===== src/hdl/mm_ram_pkg.sv =====
package mm_ram_pkg;

    // --------------------
    // bus types
    // --------------------

    typedef logic [31:0] bus_addr_t;
    typedef logic [31:0] bus_data_t;
    typedef logic [3:0]  bus_be_t;

    // one bit per interrupt line
    typedef logic [31:0] irq_vec_t;
    typedef logic [4:0]  irq_id_t;

    // source of the read data in the response cycle
    // RD_ERR also covers write responses, which carry no data
    typedef enum logic [1:0] {
        RD_RAM,
        RD_TICKS,
        RD_ERR
    } rd_src_e;

    // --------------------
    // address map
    // --------------------

    localparam bus_addr_t ADDR_TESTSTATUS = 32'h2000_0000;
    localparam bus_addr_t ADDR_EXIT       = 32'h2000_0004;
    localparam bus_addr_t ADDR_TIMERREG   = 32'h1500_0000;
    localparam bus_addr_t ADDR_TIMERVAL   = 32'h1500_0004;
    localparam bus_addr_t ADDR_TICKS      = 32'h1500_1004;

    // test status codes written to ADDR_TESTSTATUS
    localparam bus_data_t STATUS_PASS = 32'd123456789;
    localparam bus_data_t STATUS_FAIL = 32'd1;

endpackage


===== src/hdl/mm_ram_if.sv =====


// decoder to timer and cycle counter peripherals
interface mm_per_if;
    import mm_ram_pkg::*;

    logic      timer_mask_we;
    logic      timer_val_we;
    logic      ticks_clr;
    bus_data_t wdata;
    bus_data_t ticks;

    modport initiator (output timer_mask_we, timer_val_we, ticks_clr, wdata, input ticks);
    modport target (input timer_mask_we, timer_val_we, ticks_clr, wdata, output ticks);

endinterface


===== src/hdl/mm_timers.sv =====
`timescale 1ns/1ps

module mm_timers (
    input  logic                 clk_i,
    input  logic                 rst_ni,
    mm_per_if.target             per,
    input  mm_ram_pkg::irq_id_t  irq_id_i,
    input  logic                 irq_ack_i,
    output mm_ram_pkg::irq_vec_t irq_o
);
    import mm_ram_pkg::*;

    irq_vec_t  mask_q;
    irq_vec_t  irq_q;
    bus_data_t cnt_q;
    bus_data_t ticks_q;

    // --------------------
    // interrupt timer
    // --------------------

    always_ff @(posedge clk_i or negedge rst_ni) begin
        if (!rst_ni) begin
            mask_q <= '0;
            cnt_q  <= '0;
            irq_q  <= '0;
        end else begin
            if (per.timer_mask_we) begin
                mask_q <= per.wdata;
            end

            if (per.timer_val_we) begin
                cnt_q <= per.wdata;
            end else if (cnt_q != '0) begin
                cnt_q <= cnt_q - 1'b1;
            end

            // expiry beats a coinciding acknowledge
            if (cnt_q == 32'd1) begin
                irq_q <= mask_q;
            end else if (irq_ack_i) begin
                irq_q[irq_id_i] <= 1'b0;
            end
        end
    end

    assign irq_o = irq_q;

    // --------------------
    // cycle counter
    // --------------------

    always_ff @(posedge clk_i or negedge rst_ni) begin
        if (!rst_ni) begin
            ticks_q <= '0;
        end else if (per.ticks_clr) begin
            ticks_q <= '0;
        end else begin
            // wraps at 2**32
            ticks_q <= ticks_q + 1'b1;
        end
    end

    assign per.ticks = ticks_q;

    // pending irq bits always lie within the current mask
    a_irq_in_mask: assert property (@(posedge clk_i) disable iff (!rst_ni)
        (irq_q & ~mask_q) == '0)
        else $error("irq %08x outside mask %08x", irq_q, mask_q);

endmodule


===== src/flat_wrapper.sv =====
// flat-port wrapper written by rule: the top's interface ports become plain ports
module mm_timers_flat import mm_ram_pkg::*;
  (clk_i, rst_ni, irq_id_i, irq_ack_i, irq_o, per_timer_mask_we, per_timer_val_we, per_ticks_clr, per_wdata, per_ticks);
  mm_per_if per_i ();
  input  logic clk_i;
  input  logic rst_ni;
  input  mm_ram_pkg::irq_id_t irq_id_i;
  input  logic irq_ack_i;
  output mm_ram_pkg::irq_vec_t irq_o;
  input wire logic [$bits(per_i.timer_mask_we)-1:0] per_timer_mask_we;
  input wire logic [$bits(per_i.timer_val_we)-1:0] per_timer_val_we;
  input wire logic [$bits(per_i.ticks_clr)-1:0] per_ticks_clr;
  input wire logic [$bits(per_i.wdata)-1:0] per_wdata;
  output wire logic [$bits(per_i.ticks)-1:0] per_ticks;
  assign per_i.timer_mask_we = per_timer_mask_we;
  assign per_i.timer_val_we = per_timer_val_we;
  assign per_i.ticks_clr = per_ticks_clr;
  assign per_i.wdata = per_wdata;
  assign per_ticks = per_i.ticks;
  mm_timers u_core (.clk_i(clk_i), .rst_ni(rst_ni), .per(per_i), .irq_id_i(irq_id_i), .irq_ack_i(irq_ack_i), .irq_o(irq_o));
endmodule

===== config.mk =====
export PLATFORM = sky130hd
export DESIGN_NAME = mm_timers_flat
export DESIGN_NICKNAME = d
export VERILOG_FILES = /design/src/hdl/mm_ram_pkg.sv /design/src/hdl/mm_ram_if.sv /design/src/hdl/mm_timers.sv /design/src/flat_wrapper.sv
export SDC_FILE = /design/constraint.sdc
export NUM_CORES = 1
export LEC_CHECK = 0
export BUFFER_PORTS_ARGS = -buffer_cell sky130_fd_sc_hd__buf_4
export CORE_UTILIZATION = 56
export DETAILED_ROUTE_END_ITERATION = 8
export PLACE_DENSITY = 0.79
export REMOVE_ABC_BUFFERS = 1
export SLEW_MARGIN = 15
export SYNTH_ARGS = -nofsm -noshare
export SYNTH_HDL_FRONTEND = slang
export SYNTH_SLANG_ARGS = --single-unit

===== constraint.sdc =====
create_clock -name clk_i -period 3.5 [get_ports clk_i]
set_input_delay 0.525 -clock clk_i [delete_from_list [all_inputs] [get_ports clk_i]]
set_output_delay 0.525 -clock clk_i [all_outputs]
set_load 0.1 [all_outputs]

==> results_dict.tcl <==
set metrics [dict create \
    synth_compound_area_frac 0.143 \
    synth_cells 648 \
    p_per_area_nw_per_um2 614 \
    synth_top_family_by_area "simple AND/OR/NAND/NOR gates" \
    drt_iter0_drc 438 \
    cts_max_level 4 \
    vdd_drop_max_uv 375 \
    fin_crit_sh 0.813 \
    dieArea_um2 11200 \
    async_flop_share 1.00 \
    fin_cells 900 \
    hold_buffers 0 \
    crit_path_start_kind "register" \
    overflow 0 \
    netlist_area_um2 6030 \
    firstDrtPassIters 7 \
    dp_hpwl_um 9990 \
    grtUsageMet2 0.448 \
    cts_root_buf "clkbuf_8" \
    core_area_um2 10400 \
    diodes 0 \
    synth_xor_area_frac 0.0653 \
    die_y_um 106 \
    fin_area_um2 7520 \
    post_cts_buffers 0 \
    place_congestion 0.854 \
    synth_top_area_share 0.531 \
    hold_class "in2async" \
    synth_simple_gate_area_frac 0.204 \
    tns_ns 0 \
    grt_max_degree 76 \
    grtUsageTotal 0.279 \
    seq_area_frac_synth 0.531 \
    crit_path_max_fanout 14 \
    worst-endpoint-arrival_ns 3.25 \
    dp.cells 868 \
    combPwrFrac 0.242 \
    end_kind "register" \
    yosysMostFrequentCell "dfrtp_1" \
    multi_input_area_um2 2560 \
    rsz0062_at_grt "false" \
    clkPwrFrac 0.378 \
    via_count 5260 \
    cts.clk_slew.worst_paths_ns 0.06 \
    synth_area_leaders "dfrtp_1, o21ai_0, nand2_1, xnor2_1, inv_1" \
    r2r-start "u_core.cnt_q[24]" \
    p_leak_nw 3.29 \
    outcome "completed" \
    cts_buffers 17 \
    maxCapViolations 0 \
    antenna_found_initial 0 \
    wirelength_um 14800 \
    required_ns 3.91 \
    seqPwrFrac 0.380 \
    drv_slew 0 \
    grt_use_met1 0.377 \
    synth_seq_cells 128 \
    synth_adder_area_share 0.00622 \
    cts_num_sinks 128 \
    clock_latency_ns 0.52 \
    r2r_slack_ns 0.66 \
    tightest_slew_ns 0.948 \
    syn_avg_cell_area_um2 9.31 \
    cts_buffer_depth 2 \
    grt_pass1_vias 4929 \
    yosys-mux-area-fraction 0.00539 \
    synth_top_area_cell "dfrtp_1" \
    die_w_um 106 \
    routedWlPerCell_um 16.5 \
    synthFlopType "dfrtp_1" \
    drive_above_1_share 0.202 \
    fillers 776 \
    io_buffers 106 \
    nNetsFinal 797 \
    clock.fmax_mhz 352 \
    grt_busiest_layer "met2" \
    slew_headroom 0.368 \
    ys_warn_count 0 \
    grt_pass1_wl_um 24200 \
    setup_viol 0 \
    drt-vias-per-instance 5.84 \
    internal_power_mw 3.00 \
    min_period_ns 2.84 \
    start_util 0.582 \
    place_area_um2 6940 \
    rows 37 \
    io_pins 107 \
    reg2reg_depth 6 \
    yosys-top-cells-count "dfrtp_1, o21ai_0, nand2_1" \
    drc 0 \
    p_sw_frac 0.351 \
    synthToLayoutAreaGrowth_pct 24.7 \
    tritoncts "yes" \
    p_switching_mw 1.62 \
    antenna_left 0 \
    holdWs_ns 0.151 \
    synth_edf_count 0 \
    worst-setup-path-type "reg2reg" \
    post_synth_num_cell_types 42 \
    seq_area_um2 3200 \
    timing.rr.end "u_core.cnt_q[10]" \
    cts_resized 0 \
    finClkSkew_ns 0.00972 \
    finalHoldViolations 0 \
    met3_usage 0.0606 \
]
[sequential cells by signal (all words and copies together) (netlist names)]
| register | count |
|---|---|
| u_core.irq_o | 32 |
| u_core.cnt_q | 32 |
| u_core.mask_q | 32 |
| u_core.per.ticks | 32 |
[power groups by stage]
| stage | Sequential (mW) | Combinational, mW | Clock [mW] |
|---|---|---|---|
| after floorplan | 2.37 | 0.186 | 0 |
| after global placement | 1.77 | 1.10 | 0 |
| after detailed placement | 1.78 | 1.12 | 0 |
| after CTS | 1.75 | 1.12 | 1.76 |
| after global routing | 1.77 | 1.18 | 1.84 |
| final | 1.76 | 1.12 | 1.75 |
[cells by family (layout without fill, tap and decap cells)]
logic type,Yosys count,after routing
adder cells (fa/ha/maj),3,3
multiplexers,3,3
buffers and inverters,70,186
XOR/XNOR,45,45
AO/OA/AOI/OAI,152,152
AND/OR/NAND/NOR,247,247
flip-flops,128,128
[worst max path at each step]
| stage | from | to | slack, ns |
|---|---|---|---|
| 4_1_cts | u_core.cnt_q[24] | u_core.cnt_q[10] | 0.68 |
| 5_1_grt | u_core.cnt_q[24] | u_core.cnt_q[10] | 0.54 |
| 3_3_place_gp | u_core.cnt_q[24] | u_core.cnt_q[10] | 0.75 |
| 6_report | u_core.cnt_q[24] | u_core.cnt_q[10] | 0.66 |
| 2_1_floorplan | u_core.cnt_q[24] | u_core.irq_o[0] | 0.12 |
| 3_5_place_dp | u_core.cnt_q[24] | u_core.cnt_q[10] | 0.69 |
[routing by layer]
| layer | up-vias | wire (µm) |
|---|---|---|
| li1 | 2463 | - |
| met1 | 2548 | 6380 |
| met2 | 227 | 7270 |
| met3 | 22 | 912 |
| met4 | 0 | 254 |
| met5 | - | 0 |
[worst max-delay path, cell delays in order, from the launching register on]
cell	delay (ns)
dfrtp_1	0.43
or4_4	0.58
or4_1	0.55
nor3_4	0.53
buf_4	0.30
nor4_1	0.08
o31a_1	0.24
[layout make-up]
type | count | area share
sequential | 128 | 0.426
multi-input combinational | 450 | 0.340
timing repair buffer | 114 | 0.114
clock buffer | 21 | 0.0597
tap | 136 | 0.0226
inverter | 40 | 0.0200
clock inverter | 11 | 0.0183
[placed cells by master (no fill, tap or decap), drive strengths merged, types with 13 or more instances in the layout]
cell type | Yosys | layout
dfrtp | 128 | 128
nand3 | 15 | 15
inv | 40 | 40
nor2 | 40 | 40
o31ai | 14 | 14
buf | 9 | 114
clkbuf | 21 | 21
o21ai | 110 | 110
nor3 | 17 | 17
xor2 | 13 | 13
xnor2 | 32 | 32
nand2 | 101 | 101
nor4 | 22 | 22
[per-stage QoR]
stage / util / worst slack, ns / total power [mW]
after global routing: 0.725 / 0.535 / 4.79
after global placement: 0.669 / 0.752 / 2.87
final: 0.725 / 0.656 / 4.62
after detailed placement: 0.669 / 0.687 / 2.89
after CTS: 0.725 / 0.679 / 4.64
after floorplan: - / 0.124 / 2.55
No activity file was read; power rests on OpenSTA's default activity.
