<file path="config.mk">
export PLATFORM = sky130hd
export DESIGN_NAME = mm_response
export DESIGN_NICKNAME = d
export VERILOG_FILES = /design/src/hdl/mm_ram_pkg.sv /design/src/hdl/mm_response.sv
export SDC_FILE = /design/constraint.sdc
export NUM_CORES = 1
export LEC_CHECK = 0
export BUFFER_PORTS_ARGS = -buffer_cell sky130_fd_sc_hd__buf_2
export CELL_PAD_IN_SITES_DETAIL_PLACEMENT = 0
export CELL_PAD_IN_SITES_GLOBAL_PLACEMENT = 1
export CORE_AREA = 2 2 90 92
export CTS_CLUSTER_SIZE = 12
export DETAILED_ROUTE_END_ITERATION = 10
export DIE_AREA = 0 0 92 94
export PLACE_DENSITY = 0.73
export SYNTH_ARGS = -nofsm -noshare
export SYNTH_HDL_FRONTEND = slang
export SYNTH_SLANG_ARGS = --single-unit
</file>
<file path="constraint.sdc">
create_clock -name clk_i -period 0.8 [get_ports clk_i]
set_clock_uncertainty 0.2 [all_clocks]
set_input_delay 0.08 -clock clk_i [delete_from_list [all_inputs] [get_ports clk_i]]
set_output_delay 0.08 -clock clk_i [all_outputs]
set_load 0.005 [all_outputs]
</file>
<file path="src/hdl/mm_ram_pkg.sv">
package mm_ram_pkg;

    // --------------------
    // bus types
    // --------------------

    typedef logic [31:0] bus_addr_t;
    typedef logic [31:0] bus_data_t;
    typedef logic [3:0]  bus_be_t;

    // one bit per interrupt line
    typedef logic [31:0] irq_vec_t;
    typedef logic [4:0]  irq_id_t;

    // source of the read data in the response cycle
    // RD_ERR also covers write responses, which carry no data
    typedef enum logic [1:0] {
        RD_RAM,
        RD_TICKS,
        RD_ERR
    } rd_src_e;

    // --------------------
    // address map
    // --------------------

    localparam bus_addr_t ADDR_TESTSTATUS = 32'h2000_0000;
    localparam bus_addr_t ADDR_EXIT       = 32'h2000_0004;
    localparam bus_addr_t ADDR_TIMERREG   = 32'h1500_0000;
    localparam bus_addr_t ADDR_TIMERVAL   = 32'h1500_0004;
    localparam bus_addr_t ADDR_TICKS      = 32'h1500_1004;

    // test status codes written to ADDR_TESTSTATUS
    localparam bus_data_t STATUS_PASS = 32'd123456789;
    localparam bus_data_t STATUS_FAIL = 32'd1;

endpackage

</file>
<file path="src/hdl/mm_response.sv">
`timescale 1ns/1ps

module mm_response (
    input  logic                  clk_i,
    input  logic                  rst_ni,
    input  mm_ram_pkg::rd_src_e   rd_src_i,
    input  logic                  rsp_pending_i,
    input  mm_ram_pkg::bus_data_t ram_rdata_i,
    input  mm_ram_pkg::bus_data_t ticks_i,
    input  logic                  status_pass_i,
    input  logic                  status_fail_i,
    input  logic                  exit_strobe_i,
    input  mm_ram_pkg::bus_data_t exit_data_i,
    output logic                  rvalid_o,
    output mm_ram_pkg::bus_data_t rdata_o,
    output logic                  tests_passed_o,
    output logic                  tests_failed_o,
    output logic                  exit_valid_o,
    output mm_ram_pkg::bus_data_t exit_value_o
);
    import mm_ram_pkg::*;

    // --------------------
    // read data
    // --------------------

    // select and pending flag were registered at the request edge, as was
    // the RAM read, so the response lands one cycle after the request
    always_comb begin
        rdata_o = '0;
        if (rsp_pending_i) begin
            case (rd_src_i)
                RD_RAM:   rdata_o = ram_rdata_i;
                RD_TICKS: rdata_o = ticks_i;
                default:  rdata_o = '0;
            endcase
        end
    end

    assign rvalid_o = rsp_pending_i;

    // status and exit pulses
    always_ff @(posedge clk_i or negedge rst_ni) begin
        if (!rst_ni) begin
            tests_passed_o <= 1'b0;
            tests_failed_o <= 1'b0;
            exit_valid_o   <= 1'b0;
            exit_value_o   <= '0;
        end else begin
            tests_passed_o <= status_pass_i;
            tests_failed_o <= status_fail_i;
            exit_valid_o   <= exit_strobe_i;
            exit_value_o   <= exit_data_i;
        end
    end

    a_pass_xor_fail: assert property (@(posedge clk_i) disable iff (!rst_ni)
        !(tests_passed_o && tests_failed_o))
        else $error("pass and fail reported together");

endmodule

</file>
==> results_dict.tcl, run 1 <==
set metrics [dict create \
    status "finished with violations" \
    violations "hold timing, setup timing" \
    cp.required_ps 520 \
    drtAntennaViolNets 0 \
    hold_path.class "input port to asynchronous set/reset pin" \
    relSlewSlack 0.825 \
    ys_warn_count 0 \
    power_density_nw_per_um2 1340 \
    p_clk_frac 0.307 \
    crit_start "exit_value_o[25]" \
    overflow 0 \
    path_clk_slew_ps 70 \
    synth_top_family_by_area "multiplexers" \
    switching_share 0.247 \
    cts_sinks 35 \
    muxShareOfSynthArea 0.226 \
    grt_pass1_vias 1838 \
    synth_fa_ha_area_frac 0 \
    synth_seq_area_share 0.618 \
    fmax_mhz 925 \
    grt_start_max_net_pins 21 \
    rsz0062_at_grt "yes" \
    worst_slack_ps -281 \
    antenna_found_initial 0 \
    final_cell_mix "buf_2 (169), dfrtp_1 (35), dlygate4sd3_1 (35)" \
    synth-compound-area-share 0 \
    crit_end "exit_value_o[25]" \
    final_cell_count_no_fill 428 \
    dp.cells 378 \
    cp_cell_sequence "buf_2" \
    max-vdd-ir-drop_uv 1350 \
    p_leak_nw 1.70 \
    tritoncts "yes" \
    num_antenna_cells 0 \
    setup_viol 67 \
    grt_pass1_wl_mm 9.26 \
    start_util 0.186 \
    postSynthAreaPerCell_um2 13.1 \
    final.min_clock_period_ps 1080 \
    drive_above_1_share 0.699 \
    die_y_um 94 \
    synth-simple-area-share 0.0892 \
    syn-cell-area_um2 1420 \
    ys_ff_latch 35 \
    cp_data_arrival_time_ps 800 \
    synthTopCellsByArea "dfrtp_1 (62%), mux2i_1 (23%), nor2_1 (8.5%)" \
    routed_wirelength_mm 6.21 \
    final_hold_viol_count 35 \
    hold_buffers 35 \
    setup.worst_path.start_class "register" \
    finalMaxSlewViolations 0 \
    layout_commonest_cell "buf_2" \
    cp_top_family "flip-flops" \
    cts_buffers 5 \
    crit_fanout 1 \
    vias 1682 \
    seqPwrFrac 0.420 \
    path_buf_inv 1 \
    syn_nets 212 \
    drv_cap 0 \
    critical-path-max-stage-delay_ps 390 \
    post-route-util 0.440 \
    setup_tns_ps -16430 \
    drt_pass1_iterations 3 \
    area_growth_pct 136 \
    drc 0 \
    portBuffers 171 \
    cp_slowest_cell "dfrtp_1" \
    yosysTopAreaCell "dfrtp_1" \
    grt_usage 0.140 \
    critical_path_class "register to output port" \
    wire_per_inst_um 14.5 \
    hold_ws_ps -538 \
    ys_types 8 \
    cts_buffer_depth 2 \
    gp_congestion 0.678 \
    htreeDepth 2 \
    tightestPinTransition_ps 263 \
    synth.top_cell.area_share 0.618 \
    cp.depth 1 \
    nets 429 \
    die_x_um 92 \
    drt_iter0_markers 14 \
    rows 32 \
    place_area_um2 2390 \
    comb_power_share 0.274 \
    place_hpwl_mm 3.81 \
    clock-root-buffer "clkbuf_8" \
    die-area_um2 8650 \
    stdcell_area_um2 3350 \
    io_pins 172 \
    fp.coreArea_um2 7610 \
    end_kind "output port" \
    synth-xor-area-share 0 \
    avgViaCountPerCell 3.93 \
    period_share 1.35 \
    intPower_mw 3.38 \
    power.switching_mw 1.11 \
    synthCells 108 \
]
==> state kept, by name, summed over array words and instances, names as in the netlist <==
name	cells
tests_failed_o	1
tests_passed_o	1
exit_valid_o	1
exit_value_o	32
==> routing by layer <==
metal  track usage  routed length (um)  vias up
li1              -                   -      792
met2         0.251                3110      120
met5             0                   0        -
met1         0.159                2410      765
met4        0.0448                  54        0
met3        0.0441                 640        5
==> power groups by stage <==
stage / logic (mW) / clock network, mW / registers, mW
floorplan: 0.247 / 0 / 1.93
global placement: 0.729 / 0 / 1.91
CTS: 1.00 / 1.41 / 1.88
global route: 1.33 / 1.50 / 1.89
finish: 1.23 / 1.38 / 1.88
detailed placement: 0.740 / 0 / 1.91
==> per-stage QoR <==
| stage | setup slack, ps | power (mW) |
|---|---|---|
| after floorplan | -29.6 | 2.18 |
| after global routing | -337 | 4.72 |
| after CTS | -287 | 4.30 |
| after global placement | -262 | 2.64 |
| final | -281 | 4.49 |
| after detailed placement | -276 | 2.65 |
==> Yosys cell counts (all sizes together) <==
cell / n
buf: 8
nor2: 32
nand2b: 1
mux2i: 32
dfrtp: 35
==> cell families (layout without fill, tap and decap cells) <==
group         Yosys count  in the layout
mux                    32             32
simple gates           33             33
buf+inv                 8            226
flops                  35             35
==> cell type report <==
class                   count  area, um^2
clock buffers               8         100
fillers                   690        4260
multi-input cells          65         746
flip-flops and latches     35         876
well taps                 102         128
repair buffers            218        1500
==> repair_timing <==
| action | CTS | global route |
|---|---|---|
| endpoints found under the hold margin | 70 | 35 |
| pin swaps | 10 | 14 |
| endpoints found under the setup margin | 67 | 67 |
| gates cloned | 5 | 1 |
| resized for setup | 13 | 60 |
| buffers inserted | 1 | 0 |
==> worst min-delay path by stage <==
stage / from / end / depth (start not counted)
finish: rst_ni / exit_value_o[16] / 1
global route: rst_ni / exit_value_o[16] / 1
CTS: rst_ni / tests_passed_o / 1
detailed placement: rst_ni / exit_value_o[24] / 1
global placement: rst_ni / exit_value_o[24] / 1
floorplan: rst_ni / exit_valid_o / 0
(Power assumes the default switching activity.)
==> inputs of run 2 (changes only) <==
- BUFFER_PORTS_ARGS: -buffer_cell sky130_fd_sc_hd__buf_2 -> -buffer_cell sky130_fd_sc_hd__clkbuf_2
- RECOVER_POWER: unset -> 25
==> run 2 against run 1 <==
The run ends with setup timing left. Power shrank 4.6%. Sequential share of layout area grew 2.8 points. Highest routed layer unchanged. Die area is the same. Non-clock buffer count shrank 2. Final cell count shrank 0.47%. First-iteration DRC count grew 93%. Clock power is essentially flat. Flip-flop and latch count is the same.
==> results_dict.tcl, run 2 (synthesis results as in run 1) <==
set metrics [dict create \
    status "finished with violations" \
    violations "setup timing" \
    grt_usage 0.132 \
    place_hpwl_mm 3.76 \
    critical_path_class "register to output port" \
    setup_viol 67 \
    fmax_mhz 940 \
    layout_commonest_cell "clkbuf_2" \
    cts_buffers 5 \
    setup.worst_path.start_class "register" \
    nets 427 \
    worst_slack_ps -264 \
    multi_input_area_um2 469 \
    io_pins 172 \
    clock-root-buffer "clkbuf_8" \
    die_x_um 92 \
    drc 0 \
    max-vdd-ir-drop_uv 2030 \
    final.min_clock_period_ps 1060 \
    wire_per_inst_um 13.6 \
    drt_iter0_markers 27 \
    drv_cap 0 \
    dp.cells 377 \
    final_hold_viol_count 0 \
    period_share 1.33 \
    critical-path-max-stage-delay_ps 390 \
    routed_wirelength_mm 5.81 \
    path_buf_inv 1 \
    cp_cell_sequence "clkbuf_2" \
    overflow 0 \
    finalMaxSlewViolations 0 \
    cts_sinks 35 \
    tightestPinTransition_ps 250 \
    die-area_um2 8650 \
    largest_reg_flops 32 \
    cp_slowest_cell "dfrtp_1" \
    hold_path.class "input port to asynchronous set/reset pin" \
    tritoncts "yes" \
    final_cell_mix "clkbuf_2 (168), dlygate4sd3_1 (36), dfrtp_1 (35)" \
    rsz0062_at_grt "yes" \
    drive_above_1_share 0.596 \
    avgViaCountPerCell 3.86 \
    crit_fanout 1 \
    cp.required_ps 520 \
    regArea_um2 876 \
    htreeDepth 2 \
    gp_congestion 0.672 \
    rows 32 \
    largest_register "exit_value_o" \
    cp_data_arrival_time_ps 780 \
    grt_pass1_wl_mm 8.61 \
    die_y_um 94 \
    stdcell_area_um2 3020 \
    start_util 0.186 \
    drtAntennaViolNets 0 \
    end_kind "output port" \
    portBuffers 171 \
    antenna_found_initial 0 \
    fp.coreArea_um2 7610 \
    num_antenna_cells 0 \
    path_clk_slew_ps 70 \
    grt_start_max_net_pins 36 \
    p_leak_nw 1.68 \
    area_growth_pct 114 \
    nFillCells 743 \
    drt_pass1_iterations 4 \
    grt_pass1_vias 1729 \
    pre_cts_slack_ps -292 \
    crit_start "exit_value_o[2]" \
    power_density_nw_per_um2 1410 \
    final_cell_count_no_fill 426 \
    relSlewSlack 0.833 \
    place_area_um2 2390 \
    cp_top_family "flip-flops" \
    vias 1645 \
    cts_buffer_depth 2 \
]
[run 2: worst paths after layout]
check / endpoint / slack (ps) / cells past startpoint
max in group asynchronous: exit_valid_o / 70 / 3
worst max-delay path: exit_value_o[2] / -260 / 1
min in group clk_i: rvalid_o / 190 / 2
worst min-delay path: exit_value_o[25] / 120 / 3
[run 2: through the flow]
stage	total power, mW	util	hold WS [ps]	TNS, ps
6_report	4.28	0.398	122	-14800
5_1_grt	4.47	0.398	156	-17470
4_1_cts	4.30	0.396	88.0	-15110
3_5_place_dp	2.65	0.314	-148	-8040
3_3_place_gp	2.64	0.314	-149	-7690
2_1_floorplan	2.18	-	-416	-888
[run 2: per-layer routing]
| metal | vias up | part of all wire | wire (um) | track usage |
|---|---|---|---|---|
| met3 | 2 | 0.13 | 727 | 0.0570 |
| li1 | 783 | - | - | - |
| met4 | 0 | 0.0060 | 35 | 0.0373 |
| met5 | - | 0 | 0 | 0 |
| met1 | 741 | 0.38 | 2230 | 0.137 |
| met2 | 119 | 0.49 | 2820 | 0.241 |
[run 2: what timing repair did]
item,CTS,global route
hold buffers,36,0
hold endpoints to repair,70,0
buffers inserted,0,0
setup endpoints to repair,67,67
gates resized for setup,9,6
gates cloned,5,0
[run 2: final cells by class]
cell class / instances / share of cell area
clock buffer: 7 / 0.0319
clock inverter: 1 / 0.00248
multi-input combinational: 65 / 0.155
sequential: 35 / 0.290
tap: 102 / 0.0422
timing repair buffer: 216 / 0.479
[run 2: power by group]
group / internal [mW] / switching, mW
logic: 0.609 / 0.383
clock network: 0.783 / 0.618
registers: 1.86 / 0.0266
total: 3.25 / 1.03
