**src/hdl/mm_ram_pkg.sv**
```systemverilog
package mm_ram_pkg;

    // --------------------
    // bus types
    // --------------------

    typedef logic [31:0] bus_addr_t;
    typedef logic [31:0] bus_data_t;
    typedef logic [3:0]  bus_be_t;

    // one bit per interrupt line
    typedef logic [31:0] irq_vec_t;
    typedef logic [4:0]  irq_id_t;

    // source of the read data in the response cycle
    // RD_ERR also covers write responses, which carry no data
    typedef enum logic [1:0] {
        RD_RAM,
        RD_TICKS,
        RD_ERR
    } rd_src_e;

    // --------------------
    // address map
    // --------------------

    localparam bus_addr_t ADDR_TESTSTATUS = 32'h2000_0000;
    localparam bus_addr_t ADDR_EXIT       = 32'h2000_0004;
    localparam bus_addr_t ADDR_TIMERREG   = 32'h1500_0000;
    localparam bus_addr_t ADDR_TIMERVAL   = 32'h1500_0004;
    localparam bus_addr_t ADDR_TICKS      = 32'h1500_1004;

    // test status codes written to ADDR_TESTSTATUS
    localparam bus_data_t STATUS_PASS = 32'd123456789;
    localparam bus_data_t STATUS_FAIL = 32'd1;

endpackage

```
**src/hdl/mm_ram_if.sv**
```systemverilog
`timescale 1ns/1ps

// decoder to RAM array, word addressed
interface mm_mem_if #(
    parameter int RAM_ADDR_WIDTH = 16
);
    import mm_ram_pkg::*;

    logic                      req;
    logic                      we;
    bus_be_t                   be;
    logic [RAM_ADDR_WIDTH-3:0] addr;
    bus_data_t                 wdata;
    bus_data_t                 rdata;

    modport initiator (output req, we, be, addr, wdata, input rdata);
    modport target (input req, we, be, addr, wdata, output rdata);

endinterface

// decoder to timer and cycle counter peripherals
interface mm_per_if;
    import mm_ram_pkg::*;

    logic      timer_mask_we;
    logic      timer_val_we;
    logic      ticks_clr;
    bus_data_t wdata;
    bus_data_t ticks;

    modport initiator (output timer_mask_we, timer_val_we, ticks_clr, wdata, input ticks);
    modport target (input timer_mask_we, timer_val_we, ticks_clr, wdata, output ticks);

endinterface

```
**src/hdl/mm_decoder.sv**
```systemverilog
`timescale 1ns/1ps

module mm_decoder #(
    parameter int RAM_ADDR_WIDTH = 16
) (
    input  logic                  clk_i,
    input  logic                  rst_ni,
    input  logic                  req_i,
    input  mm_ram_pkg::bus_addr_t addr_i,
    input  logic                  we_i,
    input  mm_ram_pkg::bus_be_t   be_i,
    input  mm_ram_pkg::bus_data_t wdata_i,
    mm_mem_if.initiator           mem,
    mm_per_if.initiator           per,
    output mm_ram_pkg::rd_src_e   rd_src_o,
    output logic                  rsp_pending_o,
    output logic                  status_pass_o,
    output logic                  status_fail_o,
    output logic                  exit_strobe_o,
    output mm_ram_pkg::bus_data_t exit_data_o
);
    import mm_ram_pkg::*;

    logic    in_ram;
    logic    map_hit;
    rd_src_e rd_src_d;

    // RAM occupies the bottom 2**RAM_ADDR_WIDTH bytes
    assign in_ram  = (addr_i[31:RAM_ADDR_WIDTH] == '0);
    assign map_hit = addr_i inside {ADDR_TESTSTATUS, ADDR_EXIT, ADDR_TIMERREG,
                                    ADDR_TIMERVAL, ADDR_TICKS};

    // payload goes straight through, only the strobes are decoded
    assign mem.we    = we_i;
    assign mem.be    = be_i;
    assign mem.addr  = addr_i[RAM_ADDR_WIDTH-1:2];
    assign mem.wdata = wdata_i;
    assign per.wdata = wdata_i;

    always_comb begin
        mem.req           = 1'b0;
        per.timer_mask_we = 1'b0;
        per.timer_val_we  = 1'b0;
        per.ticks_clr     = 1'b0;
        status_pass_o     = 1'b0;
        status_fail_o     = 1'b0;
        exit_strobe_o     = 1'b0;
        exit_data_o       = '0;
        rd_src_d          = RD_ERR;

        if (req_i) begin
            if (in_ram) begin
                mem.req = 1'b1;
                if (!we_i) begin
                    rd_src_d = RD_RAM;
                end
            end else if (we_i) begin
                case (addr_i)
                    ADDR_TESTSTATUS: begin
                        // any other value is silently dropped
                        status_pass_o = (wdata_i == STATUS_PASS);
                        status_fail_o = (wdata_i == STATUS_FAIL);
                    end
                    ADDR_EXIT: begin
                        exit_strobe_o = 1'b1;
                        exit_data_o   = wdata_i;
                    end
                    ADDR_TIMERREG: per.timer_mask_we = 1'b1;
                    ADDR_TIMERVAL: per.timer_val_we  = 1'b1;
                    ADDR_TICKS:    per.ticks_clr     = 1'b1;
                    default: ;
                endcase
            end else if (addr_i == ADDR_TICKS) begin
                rd_src_d = RD_TICKS;
            end
        end
    end

    // response stage state, valid in the cycle after the request
    always_ff @(posedge clk_i or negedge rst_ni) begin
        if (!rst_ni) begin
            rd_src_o      <= RD_ERR;
            rsp_pending_o <= 1'b0;
        end else begin
            rd_src_o      <= rd_src_d;
            rsp_pending_o <= req_i;
        end
    end

    a_no_unmapped_write: assert property (@(posedge clk_i) disable iff (!rst_ni)
        req_i && we_i |-> in_ram || map_hit)
        else $error("unmapped write to %08x with %08x", addr_i, wdata_i);

    // one target per request across RAM and peripherals
    a_one_target: assert property (@(posedge clk_i) disable iff (!rst_ni)
        $onehot0({mem.req, per.timer_mask_we, per.timer_val_we, per.ticks_clr,
                  status_pass_o, status_fail_o, exit_strobe_o}));

endmodule

```
**src/flat_wrapper.sv**
```systemverilog
// flat-port wrapper written by rule: the top's interface ports become plain ports
module mm_decoder_flat import mm_ram_pkg::*;
#(
    parameter int RAM_ADDR_WIDTH = 16
)
  (clk_i, rst_ni, req_i, addr_i, we_i, be_i, wdata_i, rd_src_o, rsp_pending_o, status_pass_o, status_fail_o, exit_strobe_o, exit_data_o, mem_req, mem_we, mem_be, mem_addr, mem_wdata, mem_rdata, per_timer_mask_we, per_timer_val_we, per_ticks_clr, per_wdata, per_ticks);
  mm_mem_if #(.RAM_ADDR_WIDTH(RAM_ADDR_WIDTH)) mem_i ();
  mm_per_if per_i ();
  input  logic clk_i;
  input  logic rst_ni;
  input  logic req_i;
  input  mm_ram_pkg::bus_addr_t addr_i;
  input  logic we_i;
  input  mm_ram_pkg::bus_be_t be_i;
  input  mm_ram_pkg::bus_data_t wdata_i;
  output mm_ram_pkg::rd_src_e rd_src_o;
  output logic rsp_pending_o;
  output logic status_pass_o;
  output logic status_fail_o;
  output logic exit_strobe_o;
  output mm_ram_pkg::bus_data_t exit_data_o;
  output wire logic [$bits(mem_i.req)-1:0] mem_req;
  output wire logic [$bits(mem_i.we)-1:0] mem_we;
  output wire logic [$bits(mem_i.be)-1:0] mem_be;
  output wire logic [$bits(mem_i.addr)-1:0] mem_addr;
  output wire logic [$bits(mem_i.wdata)-1:0] mem_wdata;
  input wire logic [$bits(mem_i.rdata)-1:0] mem_rdata;
  output wire logic [$bits(per_i.timer_mask_we)-1:0] per_timer_mask_we;
  output wire logic [$bits(per_i.timer_val_we)-1:0] per_timer_val_we;
  output wire logic [$bits(per_i.ticks_clr)-1:0] per_ticks_clr;
  output wire logic [$bits(per_i.wdata)-1:0] per_wdata;
  input wire logic [$bits(per_i.ticks)-1:0] per_ticks;
  assign mem_req = mem_i.req;
  assign mem_we = mem_i.we;
  assign mem_be = mem_i.be;
  assign mem_addr = mem_i.addr;
  assign mem_wdata = mem_i.wdata;
  assign mem_i.rdata = mem_rdata;
  assign per_timer_mask_we = per_i.timer_mask_we;
  assign per_timer_val_we = per_i.timer_val_we;
  assign per_ticks_clr = per_i.ticks_clr;
  assign per_wdata = per_i.wdata;
  assign per_i.ticks = per_ticks;
  mm_decoder #(.RAM_ADDR_WIDTH(RAM_ADDR_WIDTH)) u_core (.clk_i(clk_i), .rst_ni(rst_ni), .req_i(req_i), .addr_i(addr_i), .we_i(we_i), .be_i(be_i), .wdata_i(wdata_i), .mem(mem_i), .per(per_i), .rd_src_o(rd_src_o), .rsp_pending_o(rsp_pending_o), .status_pass_o(status_pass_o), .status_fail_o(status_fail_o), .exit_strobe_o(exit_strobe_o), .exit_data_o(exit_data_o));
endmodule
```
**config.mk**
```make
export PLATFORM = sky130hd
export DESIGN_NAME = mm_decoder_flat
export DESIGN_NICKNAME = d
export VERILOG_FILES = /design/src/hdl/mm_ram_pkg.sv /design/src/hdl/mm_ram_if.sv /design/src/hdl/mm_decoder.sv /design/src/flat_wrapper.sv
export SDC_FILE = /design/constraint.sdc
export NUM_CORES = 1
export LEC_CHECK = 0
export BUFFER_PORTS_ARGS = -buffer_cell sky130_fd_sc_hd__buf_2
export CORE_AREA = 3 3 99 101
export DETAILED_ROUTE_END_ITERATION = 7
export DIE_AREA = 0 0 102 104
export PLACE_DENSITY = 0.54
export SLEW_MARGIN = 20
export SYNTH_ARGS = -nofsm -noshare
export SYNTH_HDL_FRONTEND = slang
export SYNTH_SLANG_ARGS = --single-unit
```
**constraint.sdc**
```tcl
create_clock -name clk_i -period 2.98 [get_ports clk_i]
set_clock_uncertainty 0.2 [all_clocks]
set_input_delay 0.298 -clock clk_i [delete_from_list [all_inputs] [get_ports clk_i]]
set_output_delay 0.298 -clock clk_i [all_outputs]
set_load 0.01 [all_outputs]
```
==> qor.yml <==
maxCapViolations: 0
synth-async-reset-ratio_pct: 100
port-buffer-count: 188
worstSetupEndpointType: "output port"
coreArea_mm2: 0.00911
cpPeakStageDelay_ps: 590
grt_pass1_wl_um: 6350
powerDensity_mw_per_mm2: 182
synth_xor_area_share_pct: 0
wl_um: 4420
numCtsBuffers: 3
syn_area_mm2: 0.00131
drc: 0
row_count: 35
synth_top_area_cell: "buf_4"
synthesis.nets: 306
finalSetupViolations: 0
cts_tree: "built"
die_w_um: 102
cts_resized: 0
grt_pass1_vias: 1335
leakage_nw: 1.05
routed_via_density: 3.74
clk_path_buf_depth: 2
cp_common_cell: "buf_2"
critPathMaxFanout: 4
yosys_register_bits: 3
die_y_um: 104
nets: 416
drtIter0Drc: 30
antenna_cells: 0
path_depth: 6
synthFlopType: "dfrtp_1"
first_pass_iters: 4
wl_per_cell_um: 11.3
synthCells: 170
hp-class: "input pin to flip-flop"
yosysSeqAreaShare_pct: 5.84
worstMarginPinSlew_ps: 460
cp-endpoint: "status_pass_o"
vias: 1457
cp-startpoint: "addr_i[12]"
synth_mux_area_share_pct: 0
maxSlewHeadroom_pct: 69.1
mostFrequentLayoutCell: "buf_2"
slew_viol_final: 0
setup_tns_ps: 0
fmax_mhz: 406
period_minus_slack_ps: 2470
grt_start_max_net_pins: 34
h-tree-depth: 1
synth_top_area_share_pct: 47.7
synthAdderAreaFrac_pct: 0
ioPinCount: 261
yosys_warnings: 0
clkSinkCount: 3
cp_slowest_cell: "or4_4"
critPathRequiredTime_ps: 2480
critPathLaunchType: "input pin"
cts_root_buf: "clkbuf_8"
fin_hold_ws_ps: 56.9
synth_top_family_by_area: "buffers and inverters"
rsz0062_at_grt: "no"
status: "complete, no violations"
yosys.area_share.simple_pct: 45.3
gp_congestion: 0.684
path_buf_inv: 2
crit_family: "simple AND/OR/NAND/NOR gates"
synth_area_leaders: "buf_4 (48%), and2_1 (16%), nor4_4 (8.1%), nand4_1 (4.3%), dfrtp_1 (3.8%)"
vdd_drop_max_uv: 106
synth-edff-count: 0
timing.final.crit_share_pct: 82.7
postRouteAntennaNets: 0
fillers: 1051
final_cell_mix: "buf_2 (188), and2_1 (34), nand4_1 (9)"
initial_core_util_pct: 14.4
worstSetupPathType: "input pin to output port"
finalHoldViolCount: 0
synth_compound_area_share_pct: 0.383
syn_avg_cell_area_um2: 7.69
antenna_found_initial: 0
cp_data_arrival_time_ps: 1970
grt.total_usage_pct: 7.34
grt-ovfl-total: 0
drive_above_1_share_pct: 73.5
dieArea_mm2: 0.0106
syn_to_final_growth_pct: 39.9
clk_pin_slew_worst_paths_ps: 30
ys_types: 25
path_cells: "buf_2 -> nor4_1 -> nand4_1 -> or4_4 -> nor4_2 -> buf_2"
hpwlAfterDp_um: 4020
==> synthesized netlist by cell type (2+ instances only) <==
| master | count |
|---|---|
| and2_1 | 34 |
| buf_4 | 83 |
| clkbuf_1 | 3 |
| dfrtp_1 | 2 |
| nand2_1 | 2 |
| nand4_1 | 9 |
| nor2_1 | 6 |
| nor3_1 | 3 |
| nor4_1 | 6 |
| nor4_2 | 2 |
| nor4_4 | 5 |
| nor4b_1 | 2 |
==> per-layer routing <==
layer	routed length (µm)	track usage, %	part of all wire, %	up-vias
met5	0	0	0	-
met4	12	1.50	0.27	0
met3	413	0.671	9.3	2
met2	2410	15.5	55	108
met1	1580	7.38	36	637
li1	-	-	-	710
==> sequential cells by signal, summed over array words and instances, names as in the netlist <==
register,flops
u_core.rd_src_o,2
u_core.rsp_pending_o,1
==> logic make-up after synthesis <==
logic type | count (synthesis)
simple gates | 80
buf+inv | 86
flops | 3
compound gates | 1
==> cell type report <==
type	instances	area, µm²	area share [%]
timing repair buffer	191	966	52.8
multi-input combinational	81	603	33.0
tap	111	139	7.59
sequential	3	76.3	4.17
clock buffer	4	45.0	2.46
==> metrics by stage <==
step | instance area, µm² | total power, mW | setup WS (ps) | util (%) | cells
after floorplan | 1310 | 0.170 | 852 | - | 170
after global placement | 1770 | 0.217 | 458 | 19.5 | 385
after detailed placement | 1770 | 0.219 | 475 | 19.5 | 385
after CTS | 1830 | 0.340 | 468 | 20.1 | 390
after global routing | 1830 | 0.359 | 367 | 20.1 | 390
final | 1830 | 0.333 | 514 | 20.1 | 390
==> power by group <==
part | internal [mW] | switching, mW | total [mW]
combinational | 0.0785 | 0.0964 | 0.175
sequential | 0.0418 | 0.000123 | 0.0419
clock | 0.0911 | 0.0253 | 0.116
total | 0.211 | 0.122 | 0.333
==> worst min-delay path by stage <==
stage | startpoint | endpoint | cells after the start
after global routing | req_i | u_core.rsp_pending_o | 1
after floorplan | rst_ni | u_core.rd_src_o[0] | 0
final | req_i | u_core.rsp_pending_o | 1
after detailed placement | rst_ni | u_core.rsp_pending_o | 1
after global placement | rst_ni | u_core.rd_src_o[0] | 1
after CTS | req_i | u_core.rsp_pending_o | 1
==> what timing repair did <==
| item | 4_1_cts | 5_1_grt |
|---|---|---|
| endpoints found under the hold margin | 3 | 0 |
| hold buffers | 1 | 0 |
| setup buffers | 0 | 0 |
(Power assumes the default switching activity.)
